`src/hw/pci_pkg.sv`:
```
package pci_pkg;

    // Bus geometry
    localparam int DATA_W    = 32;
    localparam int ADDR_W    = 32;

    // Program and data RAM
    localparam int MEM_WORDS = 256;
    localparam int MEM_AW    = $clog2(MEM_WORDS);   // Word index width
    localparam int RAM_BYTES = MEM_WORDS * 4;       // First byte address past the RAM

    // Instruction word layout
    localparam int OPCODE_W  = 4;    // Top bits of the word
    localparam int OPERAND_W = 16;   // Low bits of the word

    typedef logic [DATA_W-1:0] data_t;
    typedef logic [ADDR_W-1:0] addr_t;

    // Result mailbox, sits right after the RAM
    localparam addr_t TOHOST_ADDR = 32'h0000_0400;

    // Encoding 0 halts, so a blank RAM word stops the core
    typedef enum logic [OPCODE_W-1:0] {
        OP_HALT = 4'h0,
        OP_LDI  = 4'h1,   // acc = zero-extended operand
        OP_LD   = 4'h2,   // acc = mem[operand]
        OP_ST   = 4'h3,   // mem[operand] = acc
        OP_ADD  = 4'h4,   // acc = acc + mem[operand]
        OP_SUB  = 4'h5,   // acc = acc - mem[operand]
        OP_JNZ  = 4'h6,   // pc = operand if acc != 0
        OP_JMP  = 4'h7    // pc = operand
    } opcode_e;

endpackage

```
`src/hw/wb_bus_if.sv`:
```
`timescale 1ns/10ps

interface wb_bus_if;
    import pci_pkg::*;

    logic  cyc;     // Transfer in progress
    logic  stb;     // Request valid
    logic  we;      // 1 = write, 0 = read
    addr_t addr;    // Byte address
    data_t wdata;
    data_t rdata;   // Valid in the ack cycle
    logic  ack;     // One cycle, ends the transfer

    // Master holds cyc, stb and the fields steady until ack
    modport master (
        output cyc, stb, we, addr, wdata,
        input  rdata, ack
    );

    modport slave (
        input  cyc, stb, we, addr, wdata,
        output rdata, ack
    );

endinterface

```
`src/hw/accum_core.sv`:
```
`timescale 1ns/10ps

module accum_core (
    input logic      sys_clk,
    input logic      core_reset_i,
    wb_bus_if.master bus
);
    import pci_pkg::*;

    typedef enum logic [2:0] {
        ST_START,    // Leaving reset, bus idle
        ST_FETCH,
        ST_DECODE,
        ST_MEM,      // Operand transfer
        ST_WB,
        ST_HALT
    } state_e;

    state_e               state;
    logic [OPERAND_W-1:0] pc;         // Word index of next instruction
    data_t                acc;
    data_t                instr;
    data_t                mem_data;   // Operand word read from the bus
    opcode_e              op;
    logic [OPERAND_W-1:0] operand;

    // Word index to byte address on the bus
    function automatic addr_t word_to_byte(input logic [OPERAND_W-1:0] word);
        return {{(ADDR_W-OPERAND_W-2){1'b0}}, word, 2'b00};
    endfunction

    assign op      = opcode_e'(instr[DATA_W-1 -: OPCODE_W]);
    assign operand = instr[OPERAND_W-1:0];

    // Bus master side
    assign bus.cyc   = (state == ST_FETCH) || (state == ST_MEM);
    assign bus.stb   = bus.cyc;
    assign bus.we    = (state == ST_MEM) && (op == OP_ST);
    assign bus.addr  = (state == ST_MEM) ? word_to_byte(operand) : word_to_byte(pc);
    assign bus.wdata = acc;

    always_ff @(posedge sys_clk) begin
        if (core_reset_i) begin
            state <= ST_START;
            pc    <= '0;
            acc   <= '0;
        end else begin
            case (state)
                ST_START: begin
                    state <= ST_FETCH;
                end

                ST_FETCH: begin
                    if (bus.ack) begin
                        state <= ST_DECODE;
                    end
                end

                ST_DECODE: begin
                    case (op)
                        OP_LDI: begin
                            acc   <= {{(DATA_W-OPERAND_W){1'b0}}, operand};
                            pc    <= pc + 1'b1;
                            state <= ST_FETCH;
                        end
                        OP_LD, OP_ST, OP_ADD, OP_SUB: begin
                            state <= ST_MEM;   // Needs a second transfer
                        end
                        OP_JNZ: begin
                            pc    <= (acc != '0) ? operand : pc + 1'b1;
                            state <= ST_FETCH;
                        end
                        OP_JMP: begin
                            pc    <= operand;
                            state <= ST_FETCH;
                        end
                        OP_HALT: begin
                            state <= ST_HALT;
                        end
                        default: begin   // Unused encodings fall through as no-ops
                            pc    <= pc + 1'b1;
                            state <= ST_FETCH;
                        end
                    endcase
                end

                ST_MEM: begin
                    if (bus.ack) begin
                        state <= ST_WB;
                    end
                end

                ST_WB: begin
                    case (op)
                        OP_LD:   acc <= mem_data;
                        OP_ADD:  acc <= acc + mem_data;   // Wraps at 32 bits
                        OP_SUB:  acc <= acc - mem_data;
                        default: acc <= acc;              // Store leaves acc alone
                    endcase
                    pc    <= pc + 1'b1;
                    state <= ST_FETCH;
                end

                default: begin
                    state <= ST_HALT;   // Parked until reset
                end
            endcase
        end
    end

    // Instruction and operand capture
    always_ff @(posedge sys_clk) begin
        if ((state == ST_FETCH) && bus.ack) begin
            instr <= bus.rdata;
        end
        if ((state == ST_MEM) && bus.ack) begin
            mem_data <= bus.rdata;
        end
    end

endmodule

```
`src/flat_wrapper.sv`:
```
// flat-port wrapper written by rule: the top's interface ports become plain ports
module accum_core_flat import pci_pkg::*;
  (sys_clk, core_reset_i, bus_cyc, bus_stb, bus_we, bus_addr, bus_wdata, bus_rdata, bus_ack);
  wb_bus_if bus_i ();
  input logic sys_clk;
  input logic core_reset_i;
  output wire logic [$bits(bus_i.cyc)-1:0] bus_cyc;
  output wire logic [$bits(bus_i.stb)-1:0] bus_stb;
  output wire logic [$bits(bus_i.we)-1:0] bus_we;
  output wire logic [$bits(bus_i.addr)-1:0] bus_addr;
  output wire logic [$bits(bus_i.wdata)-1:0] bus_wdata;
  input wire logic [$bits(bus_i.rdata)-1:0] bus_rdata;
  input wire logic [$bits(bus_i.ack)-1:0] bus_ack;
  assign bus_cyc = bus_i.cyc;
  assign bus_stb = bus_i.stb;
  assign bus_we = bus_i.we;
  assign bus_addr = bus_i.addr;
  assign bus_wdata = bus_i.wdata;
  assign bus_i.rdata = bus_rdata;
  assign bus_i.ack = bus_ack;
  accum_core u_core (.sys_clk(sys_clk), .core_reset_i(core_reset_i), .bus(bus_i));
endmodule
```
`config.mk`:
```
export PLATFORM = sky130hd
export DESIGN_NAME = accum_core_flat
export DESIGN_NICKNAME = d
export VERILOG_FILES = /design/src/hw/pci_pkg.sv /design/src/hw/wb_bus_if.sv /design/src/hw/accum_core.sv /design/src/flat_wrapper.sv
export SDC_FILE = /design/constraint.sdc
export NUM_CORES = 1
export LEC_CHECK = 0
export ABC_CLOCK_PERIOD_IN_PS = 4150
export BUFFER_PORTS_ARGS = -buffer_cell sky130_fd_sc_hd__buf_2
export CORE_ASPECT_RATIO = 0.5
export CORE_MARGIN = 2
export CORE_UTILIZATION = 59
export DETAILED_ROUTE_END_ITERATION = 8
export PLACE_DENSITY = 0.8
export SETUP_SLACK_MARGIN = 0.5
export SLEW_MARGIN = 10
export SYNTH_ARGS = -nofsm -noshare
export SYNTH_HDL_FRONTEND = slang
export SYNTH_SLANG_ARGS = --single-unit
```
`constraint.sdc`:
```
create_clock -name sys_clk -period 4.15 [get_ports sys_clk]
set_clock_uncertainty 0.05 [all_clocks]
set_input_delay 0.83 -clock sys_clk [delete_from_list [all_inputs] [get_ports sys_clk]]
set_output_delay 0.83 -clock sys_clk [all_outputs]
set_load 0.005 [all_outputs]
```
## After elaboration in Yosys (flattened, before gate mapping)

Index checks and enable logic that the tools add are counted.

- Register bits after elaboration: 115
- Bits of input ports: 35
- Output and inout bits: 67
- Logic and storage cells: 49

- $add $sub $neg: 3
- Equal/unequal tests: 16
- Multiplexer cells: 11
- Reductions and logical operators: 14

Operators by type and width:

| kind | number |
|---|---|
| $pmux W32 S3 | 1 |
| $pmux W32 S2 | 1 |
| $pmux W16 S3 | 1 |
| $add A32 B32 Y32 | 1 |
| $mux W32 | 1 |
| $pmux W16 S2 | 1 |
| $reduce_bool A32 Y1 | 1 |
| $sub A32 B32 Y32 | 1 |
| $mux W18 | 1 |
| $add A16 B1 Y16 const B | 1 |
| $eq A4 B3 Y1 const B | 4 |
| $mux W16 | 1 |
| $pmux W3 S4 | 1 |
| $eq A4 B2 Y1 const B | 2 |
| $ne A2 B2 Y1 const B | 4 |
| $eq A3 B2 Y1 const B | 2 |
| $mux W3 | 2 |
| $pmux W3 S2 | 1 |
| $reduce_or A5 Y1 | 1 |
| $eq A4 B1 Y1 const B | 1 |
| $logic_not A4 Y1 | 1 |
| $ne A4 B1 Y1 const B | 1 |
| $reduce_and A2 Y1 | 2 |
| $reduce_or A4 Y1 | 1 |
| other kinds (8) | 10 |

## Logic depth before layout (Yosys ltp)

Gate-level depths: netlist of run 1.

- Depth in word-level cells: 4
- Depth in mapped cells: 17
- Mapped depth without buffers: 16

## Worst setup path after synthesis of run 1

OpenSTA, ideal clock, no wires.

- Path kind: flip-flop to flip-flop
- From: register u_core.instr[30]
- To: register u_core.acc[30], in the netlist u_core.bus.wdata[30]
- Setup time: 0.062 ns
- Data arrival time: 3.723 ns
- Required time: 4.038 ns
- Path slack: 0.315 ns
- Cell stages (with the launch flop): 15
- Buffers on the path: 2
- Period minus slack after synthesis: 3.835 ns
- Cells stage by stage: edfxtp_1 clkbuf_1 nor3b_1 and2_1 clkbuf_1 nor2_1 xnor2_1 ha_1 nand2_1 or3_1 or3_1 a21o_1 a211o_1 a2111o_1 nand3_1

- Longest elaborated chain between the ends: 3
- Elaborated cells between the ends (all ways): 9
- Classes of those cells: 6 x eq/ne; 2 x mux; 1 x reduce/logical

RTL lines:

| item | RTL line | RTL |
|---|---|---|
| start: declaration | accum_core.sv:22 | `data_t instr;` |
| start signal: assignment | accum_core.sv:114 | `instr <= bus.rdata;` |
| $eq A4 B3 Y1, or another cell as far along | accum_core.sv:94 | `case (op)` |
| $pmux W32 S3, or another cell as far along | accum_core.sv:94 |  |
| $pmux W32 S2 or $reduce_and A3 Y1 (tied branches) | -- |  |
| end signal: assignment | accum_core.sv:95 | `OP_LD: acc <= mem_data;` |
| end signal: assignment | accum_core.sv:96 | `OP_ADD: acc <= acc + mem_data;` |
| end signal: assignment | accum_core.sv:97 | `OP_SUB: acc <= acc - mem_data;` |
| end: declaration | accum_core.sv:21 | `data_t acc;` |

Several ways; a longest one is shown, not always the timed one.
A chain may end at the register's enable or synchronous reset.

## Final worst setup path of run 1

- From: register u_core.mem_data[0]
- To: register u_core.acc[27], in the netlist u_core.bus.wdata[27]

- Longest elaborated chain between the ends: 3
- Elaborated cells between the ends (all ways): 4
- Classes of those cells: 2 x add/sub; 2 x mux

RTL lines:

| item | RTL line | RTL |
|---|---|---|
| start: declaration | accum_core.sv:23 | `data_t mem_data;` |
| start signal: assignment | accum_core.sv:117 | `mem_data <= bus.rdata;` |
| $sub A32 B32 Y32 or $add A32 B32 Y32 (tied branches) | accum_core.sv:97, accum_core.sv:96 |  |
| $pmux W32 S3 * | accum_core.sv:94 |  |
| $pmux W32 S2 * | accum_core.sv:48 | `case (state)` |

Every way passes the cells marked *; elsewhere a longest branch is shown, timed or not.

==> metrics, run 1 <==
run status finished, final reports clean; final antenna-violating net count 0; aggregate negative setup slack 0 ns; CTS tree yes; number of stages on the worst hold path 1; WP data required 4.31 ns; number of iterations in the first detailed-routing pass 6; pin count of the biggest net entering global routing 47; most common cell after layout, fill and taps aside buf_2; remaining design rule violation count 0; Clk Tree Root Cell clkbuf_16; worst reg2reg path depth 15; reported leakage power 3.70 nW; die area 13300 µm²; register area share after synthesis 35.5%; starting density of the core 61.2%; Min Clock Period, post-route 3.86 ns; met3 wirelength from detailed routing 2470 µm; total of warnings raised by yosys 0; uppermost signal routing layer after detailed routing met4; maximum operating frequency 259 MHz; number of sinks driven by the clock tree 103; critical path capture point type flop; number of setup violations in the final report 0; post-synthesis instance area 7280 µm²; number of buffers created by CTS 9; detailed-route wire length per cell 20.4 µm; hold crit path type reg2reg; top post-synthesis cells by area edfxtp_1 21%, dfxtp_1 14%, ha_1 5.7%; port bufs 85; share of async-settable or async-resettable flops after synthesis 0%; flip-flop cell with the highest count after synthesis edfxtp_1; flop and latch count out of synthesis 103; Detailed Place HPWL 15700 µm; clk_lat worst skew 0.36 ns; Relative slew margins 41.3%; multi-input gate area in the final layout 4860 µm²; number of antenna violations at the first check in global routing 0; antenna cell count 0; number of buffers added to fix hold violations after cts 0; top cell type's share of synthesized area 21.4%; largest driver fanout on the critical path 5; layout cell share with drive strength beyond 1 28.5%; number of levels the H-tree was split into 3; nets 1040; post-CTS clock slew at the launch and capture registers of the worst setup and hold paths 0.08 ns; number of synthesized flops with an enable pin 52; Fillers 860; startpoint types flop; area growth from synthesis to layout 23.1%; PD cells 247 nW/µm²; core area 11900 µm²; CP Class reg2reg; Sequential Area 2580 µm²; routed vias 7459; total wirelength of the detailed-routed design 23300 µm; worst slew pin tran 0.881 ns; number of maximum-capacitance violations 0; number of hold-slack violations in the final timing report 0; Via density 6.54; dominant cell type by area after synthesis edfxtp_1; number of global-route vias before repair 6676; total grt overflow 0; weighted congestion at the end of routability-driven global placement 0.992; routed length on met2 9980 µm; std cell rows 28; vertical die dimension 82.6 µm; synth unique cells 71; IR Drop Worst-Case VDD 0.172 mV; wire length of the first global-routing pass 34700 µm; Mean Syn Cell Area 8.55 µm²; Tot GR Track Use 33.6%; core occupancy in the finished layout 75.3%; initial DRC count 913; highest-count cells in the layout ignoring fill and taps 85 x buf_2, 74 x nand2_1, 71 x nor2_1; number of buffers on the longest clock path 2; Top Ports 102; CP Data Arrival Time 4.02 ns; count of pins over their slew limit 0; Gate Count Post-Synth 852; final clock period utilization by the worst path 93.1%; wire length the detailed router placed on met1 10100 µm; unrepaired setup endpoints after global routing yes; die width 161 µm
## cell families (layout without fill, tap and decap cells)
family	after synthesis	count (layout)	synth area share, %
mux	31	31	4.67
buf+inv	78	187	4.90
fa+ha+maj	34	34	5.94
simple gates	307	307	20.9
compound gates	254	254	22.7
xor+xnor	44	44	5.39
flops	103	103	35.5
other cells	1	16	0.0515
## critical path: stages, from the launching register on
cell	delay, ns
edfxtp_1	0.46
inv_1	0.10
ha_2	0.19
nand3b_1	0.13
nand3b_1	0.31
or2_4	0.38
o21ai_2	0.14
xor2_1	0.19
ha_1	0.32
and2_4	0.17
nand4_1	0.09
nand3b_1	0.14
a221o_1	0.43
o31a_1	0.34
a31oi_2	0.18
o22ai_1	0.10
## metrics by stage
stage / area [µm²] / hold slack (ns) / std cells / power (W) / worst slack [ns]
floorplan: 7370 / 0.404 / 867 / 0.00124 / 0.484
global placement: 7900 / 0.431 / 1082 / 0.00129 / 0.212
detailed placement: 7900 / 0.453 / 1082 / 0.00130 / 0.132
CTS: 8480 / 0.463 / 1117 / 0.00220 / 0.421
global route: 8970 / 0.480 / 1141 / 0.00227 / 0.171
finish: 8970 / 0.466 / 1141 / 0.00222 / 0.287
## timing repair
| item | 4_1_cts | 5_1_grt |
|---|---|---|
| gates cloned | 0 | 0 |
| gates resized for setup | 33 | 59 |
| endpoints found under the hold margin | 0 | 0 |
| endpoints found under the setup margin | 13 | 14 |
| pin swaps | 9 | 51 |
| setup buffers | 19 | 24 |
## area by class of cell
cell class,instances,area share (%)
sequential,103,28.8
timing repair buffer,152,10.4
inverter,19,0.795
clock buffer,12,3.11
clock inverter,4,0.474
multi-input combinational,686,54.1
tap,165,2.30
## cells in the mapped netlist (8+ instances only)
cell type,instances
a211oi_1,17
a21o_1,12
a21oi_1,67
a22oi_1,17
and3_1,15
buf_4,17
clkbuf_1,39
dfxtp_1,51
edfxtp_1,52
ha_1,33
inv_1,18
mux2_2,24
nand2_1,79
nand2b_1,8
nand3_1,23
nand4_1,17
nor2_1,77
nor2b_1,15
nor3_1,21
nor4_1,13
o21a_1,8
o21ai_0,57
o31ai_1,8
or3_1,10
xnor2_1,20
xor2_1,23
## state kept, by name, summed over array words and instances, names as in the netlist
signal	count
u_core.bus.wdata	32
u_core.mem_data	32
u_core.instr	20
u_core.pc	16
u_core.state	3
## metal layers
| layer | track usage, % | vias up |
|---|---|---|
| met5 | 0 | - |
| met4 | 11.5 | 0 |
| met2 | 52.4 | 469 |
| met1 | 46.4 | 3511 |
| li1 | - | 3401 |
| met3 | 7.89 | 78 |
## path summary, 6_finish.rpt
| kind | endpoint | slack, ns | start |
|---|---|---|---|
| setup reg to reg | u_core.bus.wdata[27] | 0.29 | u_core.mem_data[0] |
| setup / recovery | u_core.bus.wdata[27] | 0.29 | u_core.mem_data[0] |
| hold reg to reg | u_core.state[1] | 0.47 | u_core.state[2] |
| hold / removal | u_core.state[1] | 0.47 | u_core.state[2] |
## power by group
group / internal, W / leakage (nW) / switching, W
registers: 0.00109 / 0.885 / 0.0000193
clock network: 0.000492 / 0.157 / 0.000420
logic: 0.0000807 / 2.65 / 0.000118
Power figures use the tool's default switching activity.
==> run 2, diff against run 1 <==
Settings changed: CORE_UTILIZATION 59 to 41, GPL_ROUTABILITY_DRIVEN set to 0, PLACE_DENSITY 0.8 to 0.58.
==> run 2 against run 1 <==
Effect of this change: flip-flop and latch count did not move; total power fell by 0.72%; non-clock buffer count fell by 4; clock power fell by 1%; register-to-register slack improved by 0.06 ns; first-iteration DRC count fell by 37%; sequential share of layout area barely moved; wire length rose by 2.5%; utilization fell by 24 points; critical path depth fell by 1; largest power group unchanged.
==> metrics, run 2 (synthesis gave the netlist of run 1 again) <==
die width 193 µm (+19%); CP Class reg2reg; initial DRC count 578 (-37%); nets 1036 (-0.38%); slowest cell delay on critical path 0.55 ns (+0.09 ns); highest-delay cell along the critical path or4_4; maximum operating frequency 263 MHz (+1.6%); reported leakage power 3.68 nW (-0.46%); Via density 5.92 (-9.4%); unrepaired setup endpoints after global routing yes; number of maximum-capacitance violations 0 (unchanged); number of iterations in the first detailed-routing pass 6 (unchanged); number of sinks driven by the clock tree 103 (unchanged); wire length of the first global-routing pass 36200 µm (+4.3%); area growth from synthesis to layout 23.2% (about the same); WP data required 4.36 ns (+0.05 ns); number of buffers created by CTS 9 (unchanged); number of buffers on the longest clock path 2 (unchanged); Relative slew margins 27.7% (-14 points); total grt overflow 0 (unchanged); PD cells 245 nW/µm² (-0.74%); worst slew pin tran 1.08 ns (+0.203 ns); number of hold-slack violations in the final timing report 0 (unchanged); routed vias 7145 (-4.2%); total wirelength of the detailed-routed design 23900 µm (+2.5%); final clock period utilization by the worst path 91.6% (-1.5 points); critical path capture point type flop; post-CTS clock slew at the launch and capture registers of the worst setup and hold paths 0.08 ns (about the same); port bufs 85 (unchanged); number of buffers added to fix hold violations after cts 0 (unchanged); number of levels the H-tree was split into 3 (unchanged); clk_lat worst skew 0.37 ns (about the same); number of antenna violations at the first check in global routing 0 (unchanged); final antenna-violating net count 0 (unchanged); count of pins over their slew limit 0 (unchanged); smallest hold slack 0.471 ns (+0.00547 ns); CP cell instances or4_4 -> or2_4 -> or2_4 -> o21ai_4 -> xor2_2 -> ha_4 -> and2_4 -> nand4_1 -> nand3b_1 -> a221o_1 -> a211oi_2 -> buf_4 -> nand4_1 -> nor4bb_1; Top Ports 102 (unchanged); hold crit path type reg2reg; detailed-route wire length per cell 19.8 µm (-3.1%); Final Cell Area 8970 µm² (about the same); core area 17400 µm² (+46%); highest-count cells in the layout ignoring fill and taps 85 x buf_2, 74 x nand2_1, 71 x nor2_1; pin count of the biggest net entering global routing 47 (unchanged); cell type group with the largest total delay on the critical path simple AND/OR/NAND/NOR gates; CTS tree yes; core occupancy in the finished layout 51.6% (-24 points); Clk Tree Root Cell clkbuf_16; number of setup violations in the final report 0 (unchanged); most common cell after layout, fill and taps aside buf_2; Tot GR Track Use 24.9% (-8.7 points); remaining design rule violation count 0 (unchanged); Detailed Place HPWL 16800 µm (+7.5%); layout cell share with drive strength beyond 1 27.7% (-0.81 points); startpoint types flop; CP bufs+invs 1 (unchanged); die area 18900 µm² (+42%); starting density of the core 41.9% (-19 points); CP Data Arrival Time 4.02 ns (about the same); Post-Place Cell Area 7980 µm² (+0.93%); Min Clock Period, post-route 3.80 ns (-0.0608 ns); aggregate negative setup slack 0 ns (unchanged); antenna cell count 0 (unchanged); largest driver fanout on the critical path 7 (+2); run status finished, final reports clean; std cell rows 34 (+21%); IR Drop Worst-Case VDD 0.186 mV (+7.9%); number of global-route vias before repair 6490 (-2.8%); vertical die dimension 98.3 µm (+19%)
[run 2: final cells by class]
cell class | count | area [µm²]
fill | 1672 | 8430
clock buffer | 11 | 243
multi-input combinational | 686 | 4810
sequential | 103 | 2580
clock inverter | 5 | 68.8
timing repair buffer | 148 | 902
tap | 234 | 293
inverter | 19 | 71.3
[run 2: power breakdown]
part           internal, W  switching, W  total [W]
logic            0.0000773      0.000116   0.000193
clock network     0.000491      0.000410   0.000901
registers          0.00109     0.0000196    0.00111
total              0.00165      0.000546    0.00220
[run 2: metal layers]
layer	part of all wire (%)	vias up	wire length (µm)	global-route usage, %
met4	2.5	0	587	7.16
li1	-	3389	-	-
met5	0	-	0	0
met2	42	265	10000	35.7
met1	49	3452	11600	37.0
met3	6.9	39	1650	5.64
[run 2: timing repair]
item,4_1_cts,5_1_grt
gates resized for setup,31,56
buffers inserted,22,19
endpoints found under the setup margin,13,18
pin swaps,16,33
[run 2: path summary, 6_finish.rpt]
| path | startpoint | end | slack [ns] | depth (start not counted) |
|---|---|---|---|---|
| hold / removal | u_core.state[2] | u_core.state[1] | 0.47 | 1 |
| setup reg to reg | u_core.mem_data[12] | u_core.bus.wdata[31] | 0.35 | 14 |
| setup / recovery | u_core.mem_data[12] | u_core.bus.wdata[31] | 0.35 | 14 |
| hold reg to reg | u_core.state[2] | u_core.state[1] | 0.47 | 1 |
[run 2: stage by stage]
stage	total power, W	instances	worst slack [ns]
2_1_floorplan	0.00124	867	0.484
3_3_place_gp	0.00130	1149	0.122
3_5_place_dp	0.00130	1149	0.102
4_1_cts	0.00221	1187	0.278
5_1_grt	0.00229	1206	0.198
6_report	0.00220	1206	0.348
==> run 3, diff against run 2 <==
--- a/config.mk
+++ b/config.mk
@@ -15,3 +15,2 @@
 export PLACE_DENSITY = 0.58
-export SETUP_SLACK_MARGIN = 0.5
 export SLEW_MARGIN = 10
--- a/constraint.sdc
+++ b/constraint.sdc
@@ -4,2 +4,2 @@
 set_output_delay 0.83 -clock sys_clk [all_outputs]
-set_load 0.005 [all_outputs]
+set_load 0.1 [all_outputs]
==> run 3 against run 2 <==
Effect of this change: via count fell by 2.0%; die area did not move; fmax fell by 3.4%; global-route usage fell by 0.36 points; combinational power rose by 47%; sequential power barely moved; worst setup slack got worse by 0.13 ns; final cell count fell by 2.1%; count of clock-buffer cells in the layout fell by 2; flip-flop and latch count did not move; register-to-register slack got worse by 0.13 ns; sequential share of layout area rose by 1.9 points.
==> metrics, run 3 (synthesis gave the netlist of run 1 again) <==
std cell rows 34 (unchanged); global routing's busiest layer met1; final clock period utilization by the worst path 94.8% (+3.2 points); met3 Resource Use GR 4.74% (-0.90 points); antenna cell count 0 (unchanged); Fillers 1707 (+2.1%); vertical die dimension 98.3 µm (unchanged); nets 1011 (-2.4%); number of maximum-capacitance violations 0 (unchanged); post-CTS clock slew at the launch and capture registers of the worst setup and hold paths 0.08 ns (about the same); final antenna-violating net count 0 (unchanged); run status finished, final reports clean; highest-count cells in the layout ignoring fill and taps 85 x buf_2, 78 x nand2_1, 75 x nor2_1; critical path capture point type flop; PD cells 264 nW/µm² (+7.8%); area growth from synthesis to layout 15.6%; maximum operating frequency 254 MHz (-3.4%); number of antenna violations at the first check in global routing 0 (unchanged); startpoint types flop; CP Data Arrival Time 4.15 ns (+0.13 ns); core area 17400 µm² (unchanged); detailed-route wire length per cell 19.5 µm (-1.5%); Min Clock Period, post-route 3.94 ns (+0.133 ns); final cell count without fillers 1181 (-2.1%); routed vias 7004 (-2.0%); Final Cell Area 8420 µm² (-6.1%); Tot GR Track Use 24.5% (-0.36 points); starting density of the core 41.9% (unchanged); count of pins over their slew limit 0 (unchanged); worst slew pin tran 1.17 ns (+0.0879 ns); Top Ports 102 (unchanged); Clk Tree Root Cell clkbuf_16; CP Class reg2reg; number of buffers added to fix hold violations after cts 0 (unchanged); number of hold-slack violations in the final timing report 0 (unchanged); Post-Place Cell Area 8020 µm² (+0.52%); clk_lat worst skew 0.37 ns (about the same); remaining design rule violation count 0 (unchanged); most common cell after layout, fill and taps aside buf_2; reported leakage power 3.46 nW (-6.0%); IR Drop Worst-Case VDD 0.184 mV (-0.79%); Global Route met2 Usage 35.2% (-0.47 points); WP data required 4.37 ns (about the same); total grt overflow 0 (unchanged); die area 18900 µm² (unchanged); hold crit path type reg2reg; number of cells after detailed placement 1155 (+0.52%); CTS tree yes; Detailed Place HPWL 16800 µm (-0.55%); wire length of the first global-routing pass 35600 µm (-1.6%); number of iterations in the first detailed-routing pass 6 (unchanged); number of sinks driven by the clock tree 103 (unchanged); layout cell share with drive strength beyond 1 20.6% (-7.1 points); Relative slew margins 21.8% (-5.9 points); initial DRC count 592 (+2.4%); port bufs 85 (unchanged); pin count of the biggest net entering global routing 47 (unchanged); number of global-route vias before repair 6306 (-2.8%); largest driver fanout on the critical path 5 (-2); Via density 5.93 (+0.10%); number of setup violations in the final report 0 (unchanged); number of levels the H-tree was split into 3 (unchanged); global-route met1 utilization 37.3% (+0.25 points); die width 193 µm (unchanged); number of buffers on the longest clock path 2 (unchanged); total wirelength of the detailed-routed design 23000 µm (-3.6%); number of buffers created by CTS 9 (unchanged)
==> run 3: cell count changes in the layout (fill, tap and decap cells not counted), sizes merged <==
cell / before / now
buf: 148 / 123
bufinv: 1 / 0
clkbuf: 11 / 9
clkinv: 5 / 3
clkinvlp: 0 / 2
inv: 18 / 21
==> run 3: through the flow <==
step	worst slack (ns)	setup TNS [ns]	hold slack [ns]	utilization [%]	total power, W
floorplan	-0.0666	-0.0666	0.422	-	0.00135
global placement	0.115	0	0.453	46.1	0.00140
detailed placement	0.0713	0	0.468	46.1	0.00141
CTS	0.0292	0	0.478	47.7	0.00224
global route	-0.0433	-0.0571	0.504	48.4	0.00230
finish	0.215	0	0.474	48.4	0.00223
==> run 3: power breakdown <==
part | internal, W | total [W] | switching [W]
clock | 0.000413 | 0.000837 | 0.000424
sequential | 0.00109 | 0.00111 | 0.0000197
combinational | 0.0000684 | 0.000283 | 0.000214
==> run 3: routing by layer <==
layer	vias up	share of wire, %
met2	241	42
met3	22	6.3
li1	3334	-
met5	-	0
met1	3407	50
met4	0	1.6
==> run 3: final timing paths <==
| check | startpoint | to | slack, ns | cells after the start |
|---|---|---|---|---|
| min | u_core.state[2] | u_core.state[1] | 0.47 | 1 |
| min reg2reg | u_core.state[2] | u_core.state[1] | 0.47 | 1 |
| max | u_core.mem_data[1] | u_core.bus.wdata[28] | 0.21 | 14 |
| max reg2reg | u_core.mem_data[1] | u_core.bus.wdata[28] | 0.21 | 14 |
==> run 3: area by class of cell <==
class	instances	area [µm²]	area share, %
Inverter	19	71.3	0.847
Timing Repair Buffer	123	711	8.44
Tap cell	234	293	3.48
Clock inverter	7	52.6	0.624
Clock buffer	9	225	2.67
Sequential cell	103	2580	30.7
Multi-Input combinational cell	686	4490	53.3
==> run 3: what timing repair did <==
item | 4_1_cts | 5_1_grt
setup endpoints to repair | 0 | 11
gates resized for setup | 0 | 15
setup buffers | 0 | 10
hold endpoints to repair | 0 | 0
==> run 3: worst max-delay path, cell delays in order (launching register included) <==
cell and delay (ns):
edfxtp_1 0.42, buf_4 0.16, nor3_1 0.32, and2_1 0.20
nand2_1 0.07, o31ai_1 0.26, xor2_1 0.12, ha_1 0.36
nor2_1 0.08, or3_1 0.32, or3_1 0.40, and3_1 0.26
o21ai_0 0.41, a21oi_1 0.13, o31a_1 0.28
