$ cat config.mk
export PLATFORM = sky130hd
export DESIGN_NAME = ci_controller_flat
export DESIGN_NICKNAME = d
export VERILOG_FILES = /design/src/hw/pci_pkg.sv /design/src/hw/wb_bus_if.sv /design/src/hw/ci_controller.sv /design/src/flat_wrapper.sv
export SDC_FILE = /design/constraint.sdc
export NUM_CORES = 1
export LEC_CHECK = 0
export ABC_AREA = 1
export BUFFER_PORTS_ARGS = -buffer_cell sky130_fd_sc_hd__buf_2
export CAP_MARGIN = 10
export CORE_MARGIN = 8
export CORE_UTILIZATION = 40
export CTS_CLUSTER_DIAMETER = 80
export DETAILED_ROUTE_END_ITERATION = 7
export MAX_ROUTING_LAYER = met4
export PLACE_DENSITY = 0.8
export SYNTH_ARGS = -nofsm -noshare
export SYNTH_HDL_FRONTEND = slang
export SYNTH_SLANG_ARGS = --single-unit
$ cat constraint.sdc
create_clock -name sys_clk -period 2.13 [get_ports sys_clk]
set_clock_uncertainty 0.05 [all_clocks]
set_input_delay 0.1065 -clock sys_clk [delete_from_list [all_inputs] [get_ports sys_clk]]
set_output_delay 0.1065 -clock sys_clk [all_outputs]
set_load 0.01 [all_outputs]
$ cat src/hw/pci_pkg.sv
package pci_pkg;

    // Bus geometry
    localparam int DATA_W    = 32;
    localparam int ADDR_W    = 32;

    // Program and data RAM
    localparam int MEM_WORDS = 256;
    localparam int MEM_AW    = $clog2(MEM_WORDS);   // Word index width
    localparam int RAM_BYTES = MEM_WORDS * 4;       // First byte address past the RAM

    // Instruction word layout
    localparam int OPCODE_W  = 4;    // Top bits of the word
    localparam int OPERAND_W = 16;   // Low bits of the word

    typedef logic [DATA_W-1:0] data_t;
    typedef logic [ADDR_W-1:0] addr_t;

    // Result mailbox, sits right after the RAM
    localparam addr_t TOHOST_ADDR = 32'h0000_0400;

    // Encoding 0 halts, so a blank RAM word stops the core
    typedef enum logic [OPCODE_W-1:0] {
        OP_HALT = 4'h0,
        OP_LDI  = 4'h1,   // acc = zero-extended operand
        OP_LD   = 4'h2,   // acc = mem[operand]
        OP_ST   = 4'h3,   // mem[operand] = acc
        OP_ADD  = 4'h4,   // acc = acc + mem[operand]
        OP_SUB  = 4'h5,   // acc = acc - mem[operand]
        OP_JNZ  = 4'h6,   // pc = operand if acc != 0
        OP_JMP  = 4'h7    // pc = operand
    } opcode_e;

endpackage

$ cat src/hw/wb_bus_if.sv
`timescale 1ns/10ps

interface wb_bus_if;
    import pci_pkg::*;

    logic  cyc;     // Transfer in progress
    logic  stb;     // Request valid
    logic  we;      // 1 = write, 0 = read
    addr_t addr;    // Byte address
    data_t wdata;
    data_t rdata;   // Valid in the ack cycle
    logic  ack;     // One cycle, ends the transfer

    // Master holds cyc, stb and the fields steady until ack
    modport master (
        output cyc, stb, we, addr, wdata,
        input  rdata, ack
    );

    modport slave (
        input  cyc, stb, we, addr, wdata,
        output rdata, ack
    );

endinterface

$ cat src/hw/ci_controller.sv
`timescale 1ns/10ps

module ci_controller (
    input  logic                       sys_clk,
    input  logic                       reset_i,
    input  logic                       load_valid_i,
    output logic                       load_ready_o,
    input  logic [pci_pkg::MEM_AW-1:0] load_addr_i,
    input  pci_pkg::data_t             load_data_i,
    input  logic                       start_i,
    output logic                       done_o,
    output pci_pkg::data_t             result_o,
    output logic                       core_reset_o,
    wb_bus_if.slave                    core_bus,
    wb_bus_if.master                   mem_bus
);
    import pci_pkg::*;

    typedef enum logic [1:0] {
        PH_LOAD,
        PH_RUN,
        PH_DONE
    } phase_e;

    phase_e            phase;
    logic              load_busy;    // Write to RAM in flight
    logic              start_pend;   // Start seen while a write was in flight
    logic [MEM_AW-1:0] load_addr_q;
    data_t             load_data_q;
    logic              load_fire;
    logic              go_run;
    logic              core_req;
    logic              core_ram_sel;
    logic              core_tohost;
    logic              local_ack;    // Ack for anything outside the RAM
    logic              tohost_hit;

    assign load_ready_o = (phase == PH_LOAD) && !load_busy && !start_pend;
    assign load_fire    = load_valid_i && load_ready_o;
    assign go_run       = (phase == PH_LOAD) && (start_i || start_pend) && !load_fire
                          && (!load_busy || mem_bus.ack);

    assign core_reset_o = (phase == PH_LOAD);
    assign done_o       = (phase == PH_DONE);

    // Core address decode
    assign core_req     = core_bus.cyc && core_bus.stb && (phase != PH_LOAD);
    assign core_ram_sel = core_bus.addr < ADDR_W'(RAM_BYTES);
    assign core_tohost  = core_bus.we && (core_bus.addr == TOHOST_ADDR);
    assign tohost_hit   = (phase == PH_RUN) && local_ack && core_tohost;

    // Loader owns the RAM during load, the core afterwards
    always_comb begin
        if (phase == PH_LOAD) begin
            mem_bus.cyc   = load_busy;
            mem_bus.stb   = load_busy;
            mem_bus.we    = 1'b1;
            mem_bus.addr  = {{(ADDR_W-MEM_AW-2){1'b0}}, load_addr_q, 2'b00};
            mem_bus.wdata = load_data_q;
        end else begin
            mem_bus.cyc   = core_req && core_ram_sel;
            mem_bus.stb   = core_req && core_ram_sel;
            mem_bus.we    = core_bus.we;
            mem_bus.addr  = core_bus.addr;
            mem_bus.wdata = core_bus.wdata;
        end
    end

    assign core_bus.ack   = core_req && (core_ram_sel ? mem_bus.ack : local_ack);
    assign core_bus.rdata = core_ram_sel ? mem_bus.rdata : '0;   // Unmapped reads give zero

    always_ff @(posedge sys_clk) begin
        if (reset_i) begin
            phase      <= PH_LOAD;
            load_busy  <= 1'b0;
            start_pend <= 1'b0;
            local_ack  <= 1'b0;
        end else begin
            if (load_fire) begin
                load_busy <= 1'b1;
            end else if (mem_bus.ack) begin
                load_busy <= 1'b0;
            end

            local_ack <= core_req && !core_ram_sel && !local_ack;

            case (phase)
                PH_LOAD: begin
                    if (go_run) begin
                        phase      <= PH_RUN;
                        start_pend <= 1'b0;
                    end else if (start_i) begin
                        start_pend <= 1'b1;
                    end
                end
                PH_RUN: begin
                    if (tohost_hit) begin
                        phase <= PH_DONE;
                    end
                end
                default: begin
                    phase <= PH_DONE;   // Held until reset
                end
            endcase
        end
    end

    // Load word and result capture
    always_ff @(posedge sys_clk) begin
        if (load_fire) begin
            load_addr_q <= load_addr_i;
            load_data_q <= load_data_i;
        end
        if (tohost_hit) begin
            result_o <= core_bus.wdata;
        end
    end

endmodule

$ cat src/flat_wrapper.sv
// flat-port wrapper written by rule: the top's interface ports become plain ports
module ci_controller_flat import pci_pkg::*;
  (sys_clk, reset_i, load_valid_i, load_ready_o, load_addr_i, load_data_i, start_i, done_o, result_o, core_reset_o, core_bus_cyc, core_bus_stb, core_bus_we, core_bus_addr, core_bus_wdata, core_bus_rdata, core_bus_ack, mem_bus_cyc, mem_bus_stb, mem_bus_we, mem_bus_addr, mem_bus_wdata, mem_bus_rdata, mem_bus_ack);
  wb_bus_if core_bus_i ();
  wb_bus_if mem_bus_i ();
  input  logic sys_clk;
  input  logic reset_i;
  input  logic load_valid_i;
  output logic load_ready_o;
  input  logic [pci_pkg::MEM_AW-1:0] load_addr_i;
  input  pci_pkg::data_t load_data_i;
  input  logic start_i;
  output logic done_o;
  output pci_pkg::data_t result_o;
  output logic core_reset_o;
  input wire logic [$bits(core_bus_i.cyc)-1:0] core_bus_cyc;
  input wire logic [$bits(core_bus_i.stb)-1:0] core_bus_stb;
  input wire logic [$bits(core_bus_i.we)-1:0] core_bus_we;
  input wire logic [$bits(core_bus_i.addr)-1:0] core_bus_addr;
  input wire logic [$bits(core_bus_i.wdata)-1:0] core_bus_wdata;
  output wire logic [$bits(core_bus_i.rdata)-1:0] core_bus_rdata;
  output wire logic [$bits(core_bus_i.ack)-1:0] core_bus_ack;
  output wire logic [$bits(mem_bus_i.cyc)-1:0] mem_bus_cyc;
  output wire logic [$bits(mem_bus_i.stb)-1:0] mem_bus_stb;
  output wire logic [$bits(mem_bus_i.we)-1:0] mem_bus_we;
  output wire logic [$bits(mem_bus_i.addr)-1:0] mem_bus_addr;
  output wire logic [$bits(mem_bus_i.wdata)-1:0] mem_bus_wdata;
  input wire logic [$bits(mem_bus_i.rdata)-1:0] mem_bus_rdata;
  input wire logic [$bits(mem_bus_i.ack)-1:0] mem_bus_ack;
  assign core_bus_i.cyc = core_bus_cyc;
  assign core_bus_i.stb = core_bus_stb;
  assign core_bus_i.we = core_bus_we;
  assign core_bus_i.addr = core_bus_addr;
  assign core_bus_i.wdata = core_bus_wdata;
  assign core_bus_rdata = core_bus_i.rdata;
  assign core_bus_ack = core_bus_i.ack;
  assign mem_bus_cyc = mem_bus_i.cyc;
  assign mem_bus_stb = mem_bus_i.stb;
  assign mem_bus_we = mem_bus_i.we;
  assign mem_bus_addr = mem_bus_i.addr;
  assign mem_bus_wdata = mem_bus_i.wdata;
  assign mem_bus_i.rdata = mem_bus_rdata;
  assign mem_bus_i.ack = mem_bus_ack;
  ci_controller u_core (.sys_clk(sys_clk), .reset_i(reset_i), .load_valid_i(load_valid_i), .load_ready_o(load_ready_o), .load_addr_i(load_addr_i), .load_data_i(load_data_i), .start_i(start_i), .done_o(done_o), .result_o(result_o), .core_reset_o(core_reset_o), .core_bus(core_bus_i), .mem_bus(mem_bus_i));
endmodule
# Word level (Yosys, flattened, before mapping)
# Cells that the tools add are included.
[word_totals]
input_bits = 144
output_inout_bits = 135
ff_bits = 77
[classes]
n_reduce_logical = 28
eq_ne = 5
order_cmp = 1
n_mux = 13
[op_table]
columns = ["operator", "n"]
rows = [
  ["$mux 32", 3],
  ["$eq 32x11->1 const B", 1],
  ["$lt 32x11->1 const B", 1],
  ["$logic_and 1x1->1", 15],
  ["$mux 1", 7],
  ["$reduce_bool 2->1", 3],
  ["$logic_not 1->1", 5],
  ["$mux 2", 2],
  ["$ne 2x1->1 const B", 2],
  ["$pmux 2 s2", 1],
  ["$reduce_and 2->1", 2],
  ["$eq 2x1->1 const B", 1],
  ["$eq 2x2->1 const B", 1],
  ["$logic_not 2->1", 1],
  ["$logic_or 1x1->1", 2],
]

# Longest topological paths before layout
# Gate-level depths: netlist (run 1).
[depth]
depth_word = 9
ltp_mapped = 10
ltp_nobuf = 10

# Worst setup path after synthesis (run 1)
# OpenSTA, ideal clock, no wires.
[synth_path]
path_type = "reg2reg"
from = "register u_core.phase[0]"
to = "register u_core.load_addr_q[0], enable pin"
setup_time_ps = 394
path_stages_with_launch = 4
period_less_slack_ps = 1847
arrival_ps = 1402
t_required_ps = 1686
setup_slack_ps = 283
cell_sequence = "dfxtp_1 > nor2_4 > nand4_1 > inv_1"
[synth_via]
elab_chain_cells = 4
[synth_rtl]
columns = ["element", "line", "source"]
rows = [
  ["from (decl)", "ci_controller.sv:25", "phase_e phase;"],
  ["from (signal assigned)", "ci_controller.sv:74", "phase <= PH_LOAD;"],
  ["from (signal assigned)", "ci_controller.sv:90", "phase <= PH_RUN;"],
  ["from (signal assigned)", "ci_controller.sv:98", "phase <= PH_DONE;"],
  ["$logic_not 2->1", "ci_controller.sv:38", "assign load_ready_o = (phase == PH_LOAD) && !load_busy && !start_pend;"],
  ["$logic_and 1x1->1 (2 in a row)", "ci_controller.sv:38", ""],
  ["$logic_and 1x1->1", "ci_controller.sv:39", "assign load_fire = load_valid_i && load_ready_o;"],
  ["named net u_core.load_fire", "ci_controller.sv:30", "logic load_fire;"],
  ["to (signal assigned)", "ci_controller.sv:111", "load_addr_q <= load_addr_i;"],
  ["to (decl)", "ci_controller.sv:28", "logic [MEM_AW-1:0] load_addr_q;"],
]
# The timed path passes the listed nets, and every way through them passes these cells.
# A chain may end at the register's enable or synchronous reset.

# Worst setup path in the final report (run 1)
[layout_path]
from = "register u_core.phase[1]"
to = "output mem_bus_wdata[2]"
[layout_via]
elab_chain_cells = 2
[layout_rtl]
columns = ["element", "line", "source"]
rows = [
  ["$logic_not 2->1", "ci_controller.sv:54", "if (phase == PH_LOAD) begin"],
  ["$mux 32", "ci_controller.sv:54", ""],
  ["to (decl)", "flat_wrapper.sv:27", "output wire logic [$bits(mem_bus_i.wdata)-1:0] mem_bus_wdata;"],
]
# No other way between the ends.

==> results of run 1 <==
-- report_power, final --
part	switching, µW	total [µW]	internal (µW)
Sequential	62.3	1940	1880
Clock	567	1360	794
Combinational	1300	2120	814
Total	1930	5420	3480
-- timing repair --
action | CTS | global route
resized for setup | 0 | 0
buffers inserted | 0 | 3
setup endpoints to repair | 0 | 7
hold endpoints to repair | 75 | 0
hold buffers | 73 | 0
-- flip-flops by register name, indices dropped and copies added, names as in the netlist --
signal and count:
u_core.load_addr_q 8, u_core.load_busy 1, u_core.load_data_q 32, u_core.local_ack 1, u_core.phase 2, u_core.result_o 32, u_core.start_pend 1
-- synthesized netlist by cell type, drive strengths merged --
library cell / n / area [µm²]
edfxtp: 72 / 2162
inv: 70 / 262.8
or2: 1 / 6.260
nor2: 81 / 346.6
dfxtp: 5 / 100.1
nor3: 1 / 5.000
a21oi: 1 / 5.000
buf: 15 / 98.84
nand4: 4 / 25.02
o21ai: 3 / 15.01
nand3: 5 / 25.02
nand2: 134 / 510.5
o211ai: 1 / 7.510
-- critical path, stage by stage, from the launching register on --
cell,delay (ns)
dfxtp_1,0.42
nor2_4,0.09
inv_2,0.24
buf_4,0.37
nand2_1,0.10
nand2_1,0.09
buf_2,0.14
-- cell families after synthesis --
| kind of cell | share of synthesized area |
|---|---|
| AND/OR/NAND/NOR | 0.2573 |
| buffers and inverters | 0.1013 |
| flip-flops | 0.6337 |
| AO/OA/AOI/OAI | 0.007709 |
-- path summary, 6_finish.rpt --
path                                              startpoint                       endpoint  cells after the start
worst max register to register  u_core.phase[0]$_SDFFE_PP0P_   u_core.result_o[5]$_DFFE_PP_                      7
worst max-delay path            u_core.phase[1]$_SDFFE_PP0P_               mem_bus_wdata[2]                      6
worst min-delay path                             mem_bus_ack  u_core.load_busy$_SDFFE_PP0P_                      4
worst min register to register   u_core.local_ack$_SDFF_PP0_    u_core.local_ack$_SDFF_PP0_                      1
-- layout make-up --
type,instances,area (µm²)
clock buffer,10,127.6
multi-input combinational,231,945.9
fill,663,2619
inverter,70,262.8
clock inverter,6,118.9
sequential,77,2262
timing repair buffer,360,2202
antenna,2,5.005
tap,108,135.1
-- per-layer routing --
layer	track usage	up-vias	routed length, µm	part of all wire
li1	-	1908	-	-
met2	0.3927	214	7456	0.53
met1	0.2255	1833	5023	0.35
met3	0.07197	45	1127	0.080
met5	-	-	0	0
met4	0.1090	0	566	0.040
-- stage by stage --
stage | total power [µW] | std cells | area [µm²] | hold slack, ns
6_report | 5416 | 864 | 6060 | 0.07573
5_1_grt | 5705 | 864 | 6060 | 0.08753
4_1_cts | 5389 | 859 | 6032 | 0.05009
3_5_place_dp | 3917 | 770 | 5055 | 0.2346
3_3_place_gp | 3879 | 770 | 5055 | 0.2326
2_1_floorplan | 3050 | 393 | 3570 | 0.1256
==> summary.txt, run 1 <==
Drt
  – Via/cell ratio: between 4 and 5
  – Initial DRC Count: approximately 290
  – Routed Antenna Nets: 0
  – Drt wl/cell: 16.40 µm
  – Drt first pass iters: 4
  – # DRC: 0
  – DR vias: ~4,000
  – WL final: around 14,000 µm

Setup path
  – Worst reg-to-reg setup slack: just under 0.5 ns
  – CP Max Fanout: 28
  – Startpoint types: flip-flop
  – Worst Path Arrival: between 1.5 and 2 ns
  – Crit Path Class: flip-flop to output pin
  – Crit. End Element: output pin
  – CP required: ~2.0 ns

Die
  – Chip height: ~110 µm
  – Initial core utilization: 0.4113
  – Number of top-level pins: approximately 280
  – Die footprint: between 0.01 and 0.015 mm²
  – CORE AREA: between 0.008 and 0.009 mm²
  – Cell Rows: 34
  – Die span in x: about 110 µm

Min path
  – HP Class: input port to flip-flop

Pwr
  – Pwr/cell area: between 800 and 900 mW/mm²
  – VDD IR-drop max: roughly 680 µV
  – Pleak: approximately 0.0033 µW

Timing
  – Fin crit period: 1.964 ns
  – Period Utilization, post-route: 0.9219
  – Final WS setup: ~0.17 ns
  – Final Hold Viols: 0
  – RSZ-0062 raised after global routing: no
  – Post-route setup TNS: 0 ns
  – Pins over their slew limit: 0
  – Max Fclk: around 510 MHz
  – Final Setup Violations: 0
  – Relative slew slack: 0.7159
  – Slew @ Worst Pin: 0.4257 ns

Global routing
  – Gr usage total: 0.2264
  – Antenna violations before repair: 2
  – Vias in the first global route: approximately 4,000
  – GR Overflow Total: 0
  – Largest net degree at the start of global routing: 44
  – First-pass GRT wire length: ~22,000 µm

Placement
  – # port buffers: roughly 280
  – Dpl ws: around 0.5 ns
  – RePlAce Congestion: approximately 0.91
  – Dpl hpwl: roughly 10,000 µm

Yosys
  – Avg Cell Area, Syn: 9.083 µm²
  – Synth cell types: 19
  – Synthesis Warnings: 0
  – Seq cells post-synth: 77
  – Mapped cell area: about 0.0036 mm²
  – Cells after Synth: between 300 and 400
  – Sequential fraction of the synthesis area: 0.6337
  – Syn Nets: ~540

Clocking
  – CTS tree: built
  – Clock transition at the registers of the reported paths: ~0.08 ns
  – CTS Buf Count: 9
  – Clock Sinks: 77
  – CTS max path bufs: 2
  – Clock Tree Root: clkbuf_8
  – Clock Latency Late Sink: 0.34 ns
  – H-tree levels: 3

Layout
  – Final #Nets: 893
  – Post-Route Utilization: 0.6982
  – Most frequent cells in the layout: 278 x buf_2, 133 x nand2_1, 73 x dlygate4sd3_1, 72 x edfxtp_1
  – Area growth syn-to-layout: 69.75%
  – Most common cell after layout, fill and taps aside: buf_2
  – Layout cell share with drive strength beyond 1: 0.4218

Status
  – Status: complete, no violations

Run
  – Max Cap Violations: 0
Note: power is estimated with default switching activity, not from simulation.
==> inputs of run 2 (changes only) <==
--- a/config.mk
+++ b/config.mk
@@ -5,15 +5,14 @@
 export SDC_FILE = /design/constraint.sdc
 export NUM_CORES = 1
 export LEC_CHECK = 0
-export ABC_AREA = 1
 export BUFFER_PORTS_ARGS = -buffer_cell sky130_fd_sc_hd__buf_2
 export CAP_MARGIN = 10
 export CORE_MARGIN = 8
-export CORE_UTILIZATION = 40
+export CORE_UTILIZATION = 39
 export CTS_CLUSTER_DIAMETER = 80
 export DETAILED_ROUTE_END_ITERATION = 7
 export MAX_ROUTING_LAYER = met4
-export PLACE_DENSITY = 0.8
+export PLACE_DENSITY = 0.79
 export SYNTH_ARGS = -nofsm -noshare
 export SYNTH_HDL_FRONTEND = slang
 export SYNTH_SLANG_ARGS = --single-unit
==> summary.txt, run 2 <==
Pwr
  – VDD IR-drop max: approximately 460 µV
  – Pwr/cell area: around 620 mW/mm²
  – Switching pwr: between 1000 and 1500 µW
  – Internal: around 2600 µW
  – Pleak: approximately 0.0030 µW
  – Seq pwr share: 0.485
  – Comb pwr share: 0.246
  – Power share of the clock group: 0.269
  – Sw Share: 0.2942

Drt
  – Drt first pass iters: 5
  – Via/cell ratio: between 4 and 5
  – # DRC: 0
  – Routed Antenna Nets: 0
  – Drt wl/cell: ~18 µm
  – Initial DRC Count: approximately 250
  – WL final: around 14,000 µm
  – DR vias: roughly 3,700

Placement
  – Dpl ws: approximately 0.27 ns
  – RePlAce Congestion: around 0.84
  – # port buffers: 278
  – Dpl hpwl: 9914 µm
  – Placed Area: 0.004969 mm²

Clocking
  – CTS Buf Count: 9
  – CTS max path bufs: 2
  – Clock Latency Late Sink: 0.35 ns
  – CTS tree: built
  – Clock Sinks: between 70 and 80
  – Clock Tree Root: clkbuf_8
  – H-tree levels: 3
  – Clock transition at the registers of the reported paths: about 0.08 ns

Layout
  – Most common cell after layout, fill and taps aside: buf_2
  – Area growth syn-to-layout: 71.92%
  – Design area: 0.005892 mm²
  – Most frequent cells in the layout: 278 x buf_2, 125 x nand2_1, 74 x dlygate4sd3_1, 72 x edfxtp_1, 38 x and2_1
  – Biggest regs: u_core.load_data_q: 32 flops, u_core.result_o: 32 flops, u_core.load_addr_q: 8 flops
  – Final #Nets: 806
  – Post-Route Utilization: 0.6823
  – Layout cell share with drive strength beyond 1: 0.4858

Global routing
  – GR Overflow Total: 0
  – Gr usage total: 0.2281
  – Vias in the first global route: ~4,000
  – Antenna violations before repair: 3
  – First-pass GRT wire length: 20,100 µm
  – Largest net degree at the start of global routing: 52

Timing
  – Fin crit period: between 2 and 2.5 ns
  – RSZ-0062 raised after global routing: no
  – Post-route setup TNS: 0 ns
  – Max Fclk: 499.4 MHz
  – Final Setup Violations: 0
  – Period Utilization, post-route: 0.9402
  – Pins over their slew limit: 0
  – Final Hold Viols: 0
  – Hold Slack: roughly 0.049 ns
  – Relative slew slack: 0.6877
  – Final WS setup: 0.1274 ns
  – Slew @ Worst Pin: between 0.4 and 0.5 ns

Yosys
  – Number of synthesized flops with an enable pin: between 70 and 80
  – Yosys top cell area share: 0.6309
  – Syn Nets: approximately 450
  – Synth top area cells: edfxtp_1 63%, nand2_1 14%, and2_1 6.9%
  – Mapped cell area: about 0.0034 mm²
  – Synthesis Warnings: 0
  – Synth cell count leaders: 125 x nand2_1, 72 x edfxtp_1, 38 x and2_1, 18 x and2_2, 11 x clkbuf_1
  – Most frequent cell after synthesis: nand2_1
  – Cells after Synth: between 300 and 400
  – Async S/R FF share, synth: 0
  – Avg Cell Area, Syn: 11.09 µm²
  – Cell accounting for the most synthesized area: edfxtp_1
  – Seq cells post-synth: 77
  – Most used DFF post-synth: edfxtp_1
  – Sequential fraction of the synthesis area: 0.6601
  – Synth cell types: 29

Die
  – Die span in x: 109.7 µm
  – Cell Rows: 34
  – CORE AREA: about 0.0086 mm²
  – Number of top-level pins: 279
  – Chip height: roughly 110 µm
  – Die footprint: about 0.012 mm²
  – Initial core utilization: 0.3968

Setup path
  – CP required: roughly 2.0 ns
  – Crit. End Element: output pin
  – Startpoint types: flip-flop
  – Worst Path Arrival: approximately 1.9 ns
  – CP Max Fanout: 15
  – Crit Path Class: flip-flop to output pin

Run
  – Max Cap Violations: 0

Min path
  – HP Class: input port to flip-flop

Status
  – Status: complete, no violations
==> run 2: cell count changes in the layout (fill, tap and decap cells not counted), moves of 5 or more <==
cell,previous run,this run
inv_1,68,0
nor2_1,68,2
and2_1,0,38
and2_2,0,18
nor2_2,11,0
nand2_1,133,125
buf_4,8,3
nand3_1,5,0
nor4_1,0,5
==> run 2: critical path, cell delays in order (launching register included) <==
cell and delay, ns:
dfxtp_1 0.33, or2_2 0.34, buf_4 0.21, and3_1 0.23, a22o_1 0.22, buf_2 0.15
==> run 2: cells by family (layout without fill, tap and decap cells) <==
group           after synthesis  in the layout  synth area share
buf+inv                      18            376           0.02774
flops                        77             77            0.6601
mux                           1              1          0.002921
compound gates                7              7           0.01497
other cells                   0              3                 0
simple gates                206            206            0.2943
==> run 2: power by group through the flow <==
stage / clock network, µW / logic [µW] / registers [µW]
6_report: 988 / 906 / 1780
5_1_grt: 1070 / 987 / 1790
2_1_floorplan: 0 / 376 / 1810
4_1_cts: 1000 / 895 / 1780
3_3_place_gp: 0 / 771 / 1810
3_5_place_dp: 0 / 786 / 1810
==> run 2: path summary, 6_finish.rpt <==
kind,cells after the start,startpoint,to,slack (ns)
worst max-delay path,5,u_core.phase[0]$_SDFFE_PP0P_,mem_bus_cyc,0.13
worst min-delay path,3,start_i,u_core.start_pend$_SDFFE_PP0P_,0.05
worst max register to register,5,u_core.phase[0]$_SDFFE_PP0P_,u_core.load_addr_q[0]$_DFFE_PP_,0.43
worst min register to register,1,u_core.local_ack$_SDFF_PP0_,u_core.local_ack$_SDFF_PP0_,0.41
==> run 2: stage by stage <==
stage	power (µW)	std cells
3_3_place_gp	2580	685
2_1_floorplan	2182	309
6_report	3677	778
3_5_place_dp	2600	685
4_1_cts	3678	775
5_1_grt	3847	778
==> run 2: layout make-up <==
cell class              count  area, µm²
clock buffers               9      123.9
diodes                      3      7.507
fillers                   659       2744
well taps                 108      135.1
multi-input cells         214       1086
inverters                   2      12.51
flip-flops and latches     77       2262
repair buffers            358       2215
clock inverters             7      50.05
==> run 2: routing by layer <==
| metal | vias up | track usage | wire length [µm] |
|---|---|---|---|
| li1 | 1743 | - | - |
| met1 | 1691 | 0.2157 | 4493 |
| met2 | 217 | 0.4160 | 7480 |
| met3 | 31 | 0.06389 | 1515 |
| met4 | 0 | 0.1099 | 448 |
| met5 | - | - | 0 |
==> run 2: what timing repair did <==
action / 4_1_cts / 5_1_grt
setup endpoints to repair: 0 / 5
hold buffers: 74 / 0
endpoints found under the hold margin: 76 / 0
resized for setup: 0 / 1
setup buffers: 0 / 0
==> inputs of run 3 (changes only) <==
--- a/config.mk
+++ b/config.mk
@@ -5,14 +5,15 @@
 export SDC_FILE = /design/constraint.sdc
 export NUM_CORES = 1
 export LEC_CHECK = 0
+export ABC_AREA = 0
 export BUFFER_PORTS_ARGS = -buffer_cell sky130_fd_sc_hd__buf_2
 export CAP_MARGIN = 10
 export CORE_MARGIN = 8
-export CORE_UTILIZATION = 39
+export CORE_UTILIZATION = 35
 export CTS_CLUSTER_DIAMETER = 80
 export DETAILED_ROUTE_END_ITERATION = 7
 export MAX_ROUTING_LAYER = met4
-export PLACE_DENSITY = 0.79
+export PLACE_DENSITY = 0.75
 export SYNTH_ARGS = -nofsm -noshare
 export SYNTH_HDL_FRONTEND = slang
 export SYNTH_SLANG_ARGS = --single-unit
==> constraint.sdc (replaced) <==
create_clock -name sys_clk -period 1.8 [get_ports sys_clk]
set_clock_uncertainty 0.05 [all_clocks]
set_input_delay 0.09 -clock sys_clk [delete_from_list [all_inputs] [get_ports sys_clk]]
set_output_delay 0.09 -clock sys_clk [all_outputs]
set_load 0.01 [all_outputs]
==> summary.txt, run 3 (synthesis gave the netlist of run 2 again) <==
Status
  – Status: complete, no violations

Drt
  – Via/cell ratio: about 4.5
  – WL final: 15,350 µm
  – # DRC: 0
  – Met3 wire length: 1277 µm
  – DR vias: about 3,700
  – Initial DRC Count: about 190
  – DR top layer: met4
  – Met2 WL: 8206 µm
  – Routed Antenna Nets: 0
  – Drt first pass iters: 4
  – Wl on met1: around 5400 µm
  – Drt wl/cell: around 19 µm

Setup path
  – Crit path cell chain: or2_4 -> and3_1 -> a22o_1 -> buf_2
  – Worst Path Arrival: ~1.6 ns
  – CP required: between 1.5 and 2 ns
  – CP Launch Point: u_core.phase[0]$_SDFFE_PP0P_
  – Delay of the slowest cell on the worst path: between 0.3 and 0.4 ns
  – CP max-delay cell: dfxtp_1
  – CP Max Fanout: 5
  – Worst path top cell family by delay: simple AND/OR/NAND/NOR gates
  – Startpoint types: flip-flop
  – Reg-to-reg startpoint: u_core.phase[1]$_SDFFE_PP0P_
  – Count of buffer and inverter cells on the critical path: 1
  – Crit. End Element: output pin
  – Crit Path Class: flip-flop to output pin

Min path
  – Hold Startpoint: start_i
  – HP Class: input port to flip-flop

Pwr
  – Pwr/cell area: 735.3 mW/mm²
  – VDD IR-drop max: approximately 540 µV
  – Tot Pwr: between 4000 and 5000 µW
  – Pleak: 0.003049 µW

Global routing
  – GR Overflow Total: 0
  – Largest net degree at the start of global routing: between 40 and 50
  – First-pass GRT wire length: 21,920 µm
  – Antenna violations before repair: 6
  – Gr usage total: 0.2253
  – Vias in the first global route: 4,083

Die
  – Chip height: roughly 110 µm
  – Cell Rows: 36
  – Die span in x: 115.0 µm
  – Initial core utilization: 0.3555
  – Number of top-level pins: about 280
  – Die footprint: ~0.013 mm²
  – CORE AREA: 0.009639 mm²

Placement
  – Dpl hpwl: roughly 11,000 µm
  – Dpl ws: -0.04356 ns
  – RePlAce Congestion: ~1.0
  – # port buffers: approximately 280
  – Placed Instances: slightly above 700

Timing
  – Pins over their slew limit: 0
  – Final Hold Viols: 0
  – Final Setup Violations: 0
  – Final WS setup: ~0.078 ns
  – Slew @ Worst Pin: approximately 0.33 ns
  – Relative slew slack: 0.7756
  – Period Utilization, post-route: 0.9566
  – Fin crit period: 1.722 ns
  – Hold Slack: 0.03301 ns
  – Max Fclk: 580.8 MHz

Run
  – Max Cap Violations: 0

Layout
  – Layout cell share with drive strength beyond 1: 0.4970
  – Final #Nets: about 820
  – Post-route insts no fill: slightly above 800
  – Filler instances: around 800
  – Area growth syn-to-layout: 79.99%
  – Biggest regs: u_core.load_data_q: 32 flops, u_core.result_o: 32 flops, u_core.load_addr_q: 8 flops
  – Most common cell after layout, fill and taps aside: buf_2
  – Most frequent cells in the layout: 275 x buf_2, 124 x nand2_1, 74 x dlygate4sd3_1, 72 x edfxtp_1, 37 x and2_1

Clocking
  – Clock Latency Late Sink: roughly 0.33 ns
  – Clock transition at the registers of the reported paths: 0.07 ns
  – Clock Sinks: 77
  – CTS max path bufs: 2
  – Clock Tree Root: clkbuf_8
  – H-tree levels: 3
  – CTS tree: built
  – CTS Buf Count: 9
[run 3: path summary, 6_finish.rpt]
check	end	slack, ns	depth (start not counted)
worst min-delay path	u_core.start_pend$_SDFFE_PP0P_	0.03	3
worst max register to register	u_core.result_o[21]$_DFFE_PP_	0.11	4
worst min register to register	u_core.local_ack$_SDFF_PP0_	0.44	1
worst max-delay path	mem_bus_stb	0.08	4
[run 3: metal layers]
metal | global-route usage | vias to the layer above
met1 | 0.2155 | 1696
met5 | - | -
met4 | 0.1060 | 0
li1 | - | 1762
met2 | 0.4170 | 218
met3 | 0.05462 | 30
[run 3: per-stage QoR]
step                      utilization  instance area [µm²]   TNS, ns
final                          0.6399                 6168         0
after global routing           0.6397                 6166  -0.01525
after CTS                      0.6334                 6106         0
after detailed placement       0.5289                 5099    -1.292
after global placement         0.5289                 5099   -0.2897
after floorplan                     -                 3471    -15.16
[run 3: layout make-up]
| class | instances | area [µm²] | area share |
|---|---|---|---|
| Inverter | 2 | 13.76 | 0.002231 |
| Timing Repair Buffer | 367 | 2384 | 0.3864 |
| Clock buffer | 11 | 131.4 | 0.02130 |
| Multi-Input combinational cell | 214 | 1142 | 0.1852 |
| Tap cell | 133 | 166.4 | 0.02698 |
| Antenna cell | 7 | 17.52 | 0.002840 |
| Sequential cell | 77 | 2263 | 0.3669 |
| Clock inverter | 5 | 50.05 | 0.008114 |
[run 3: worst reg2reg max path, stage by stage (launching register included)]
cell and delay, ns:
dfxtp_2 0.34, nor4b_2 0.33, nand4_1 0.20, nor3_4 0.28, buf_12 0.21
[run 3: what timing repair did]
action,CTS,global route
pin swaps,1,1
gates resized for setup,8,9
hold buffers,74,0
buffers inserted,1,1
endpoints found under the hold margin,76,0
endpoints found under the setup margin,67,59
gates cloned,2,1
[run 3: report_power, final]
part	internal [µW]	leakage, µW	switching (µW)
registers	2070	0.000706	34.4
clock network	634	0.0000905	622
logic	551	0.00225	620
total	3260	0.00305	1280
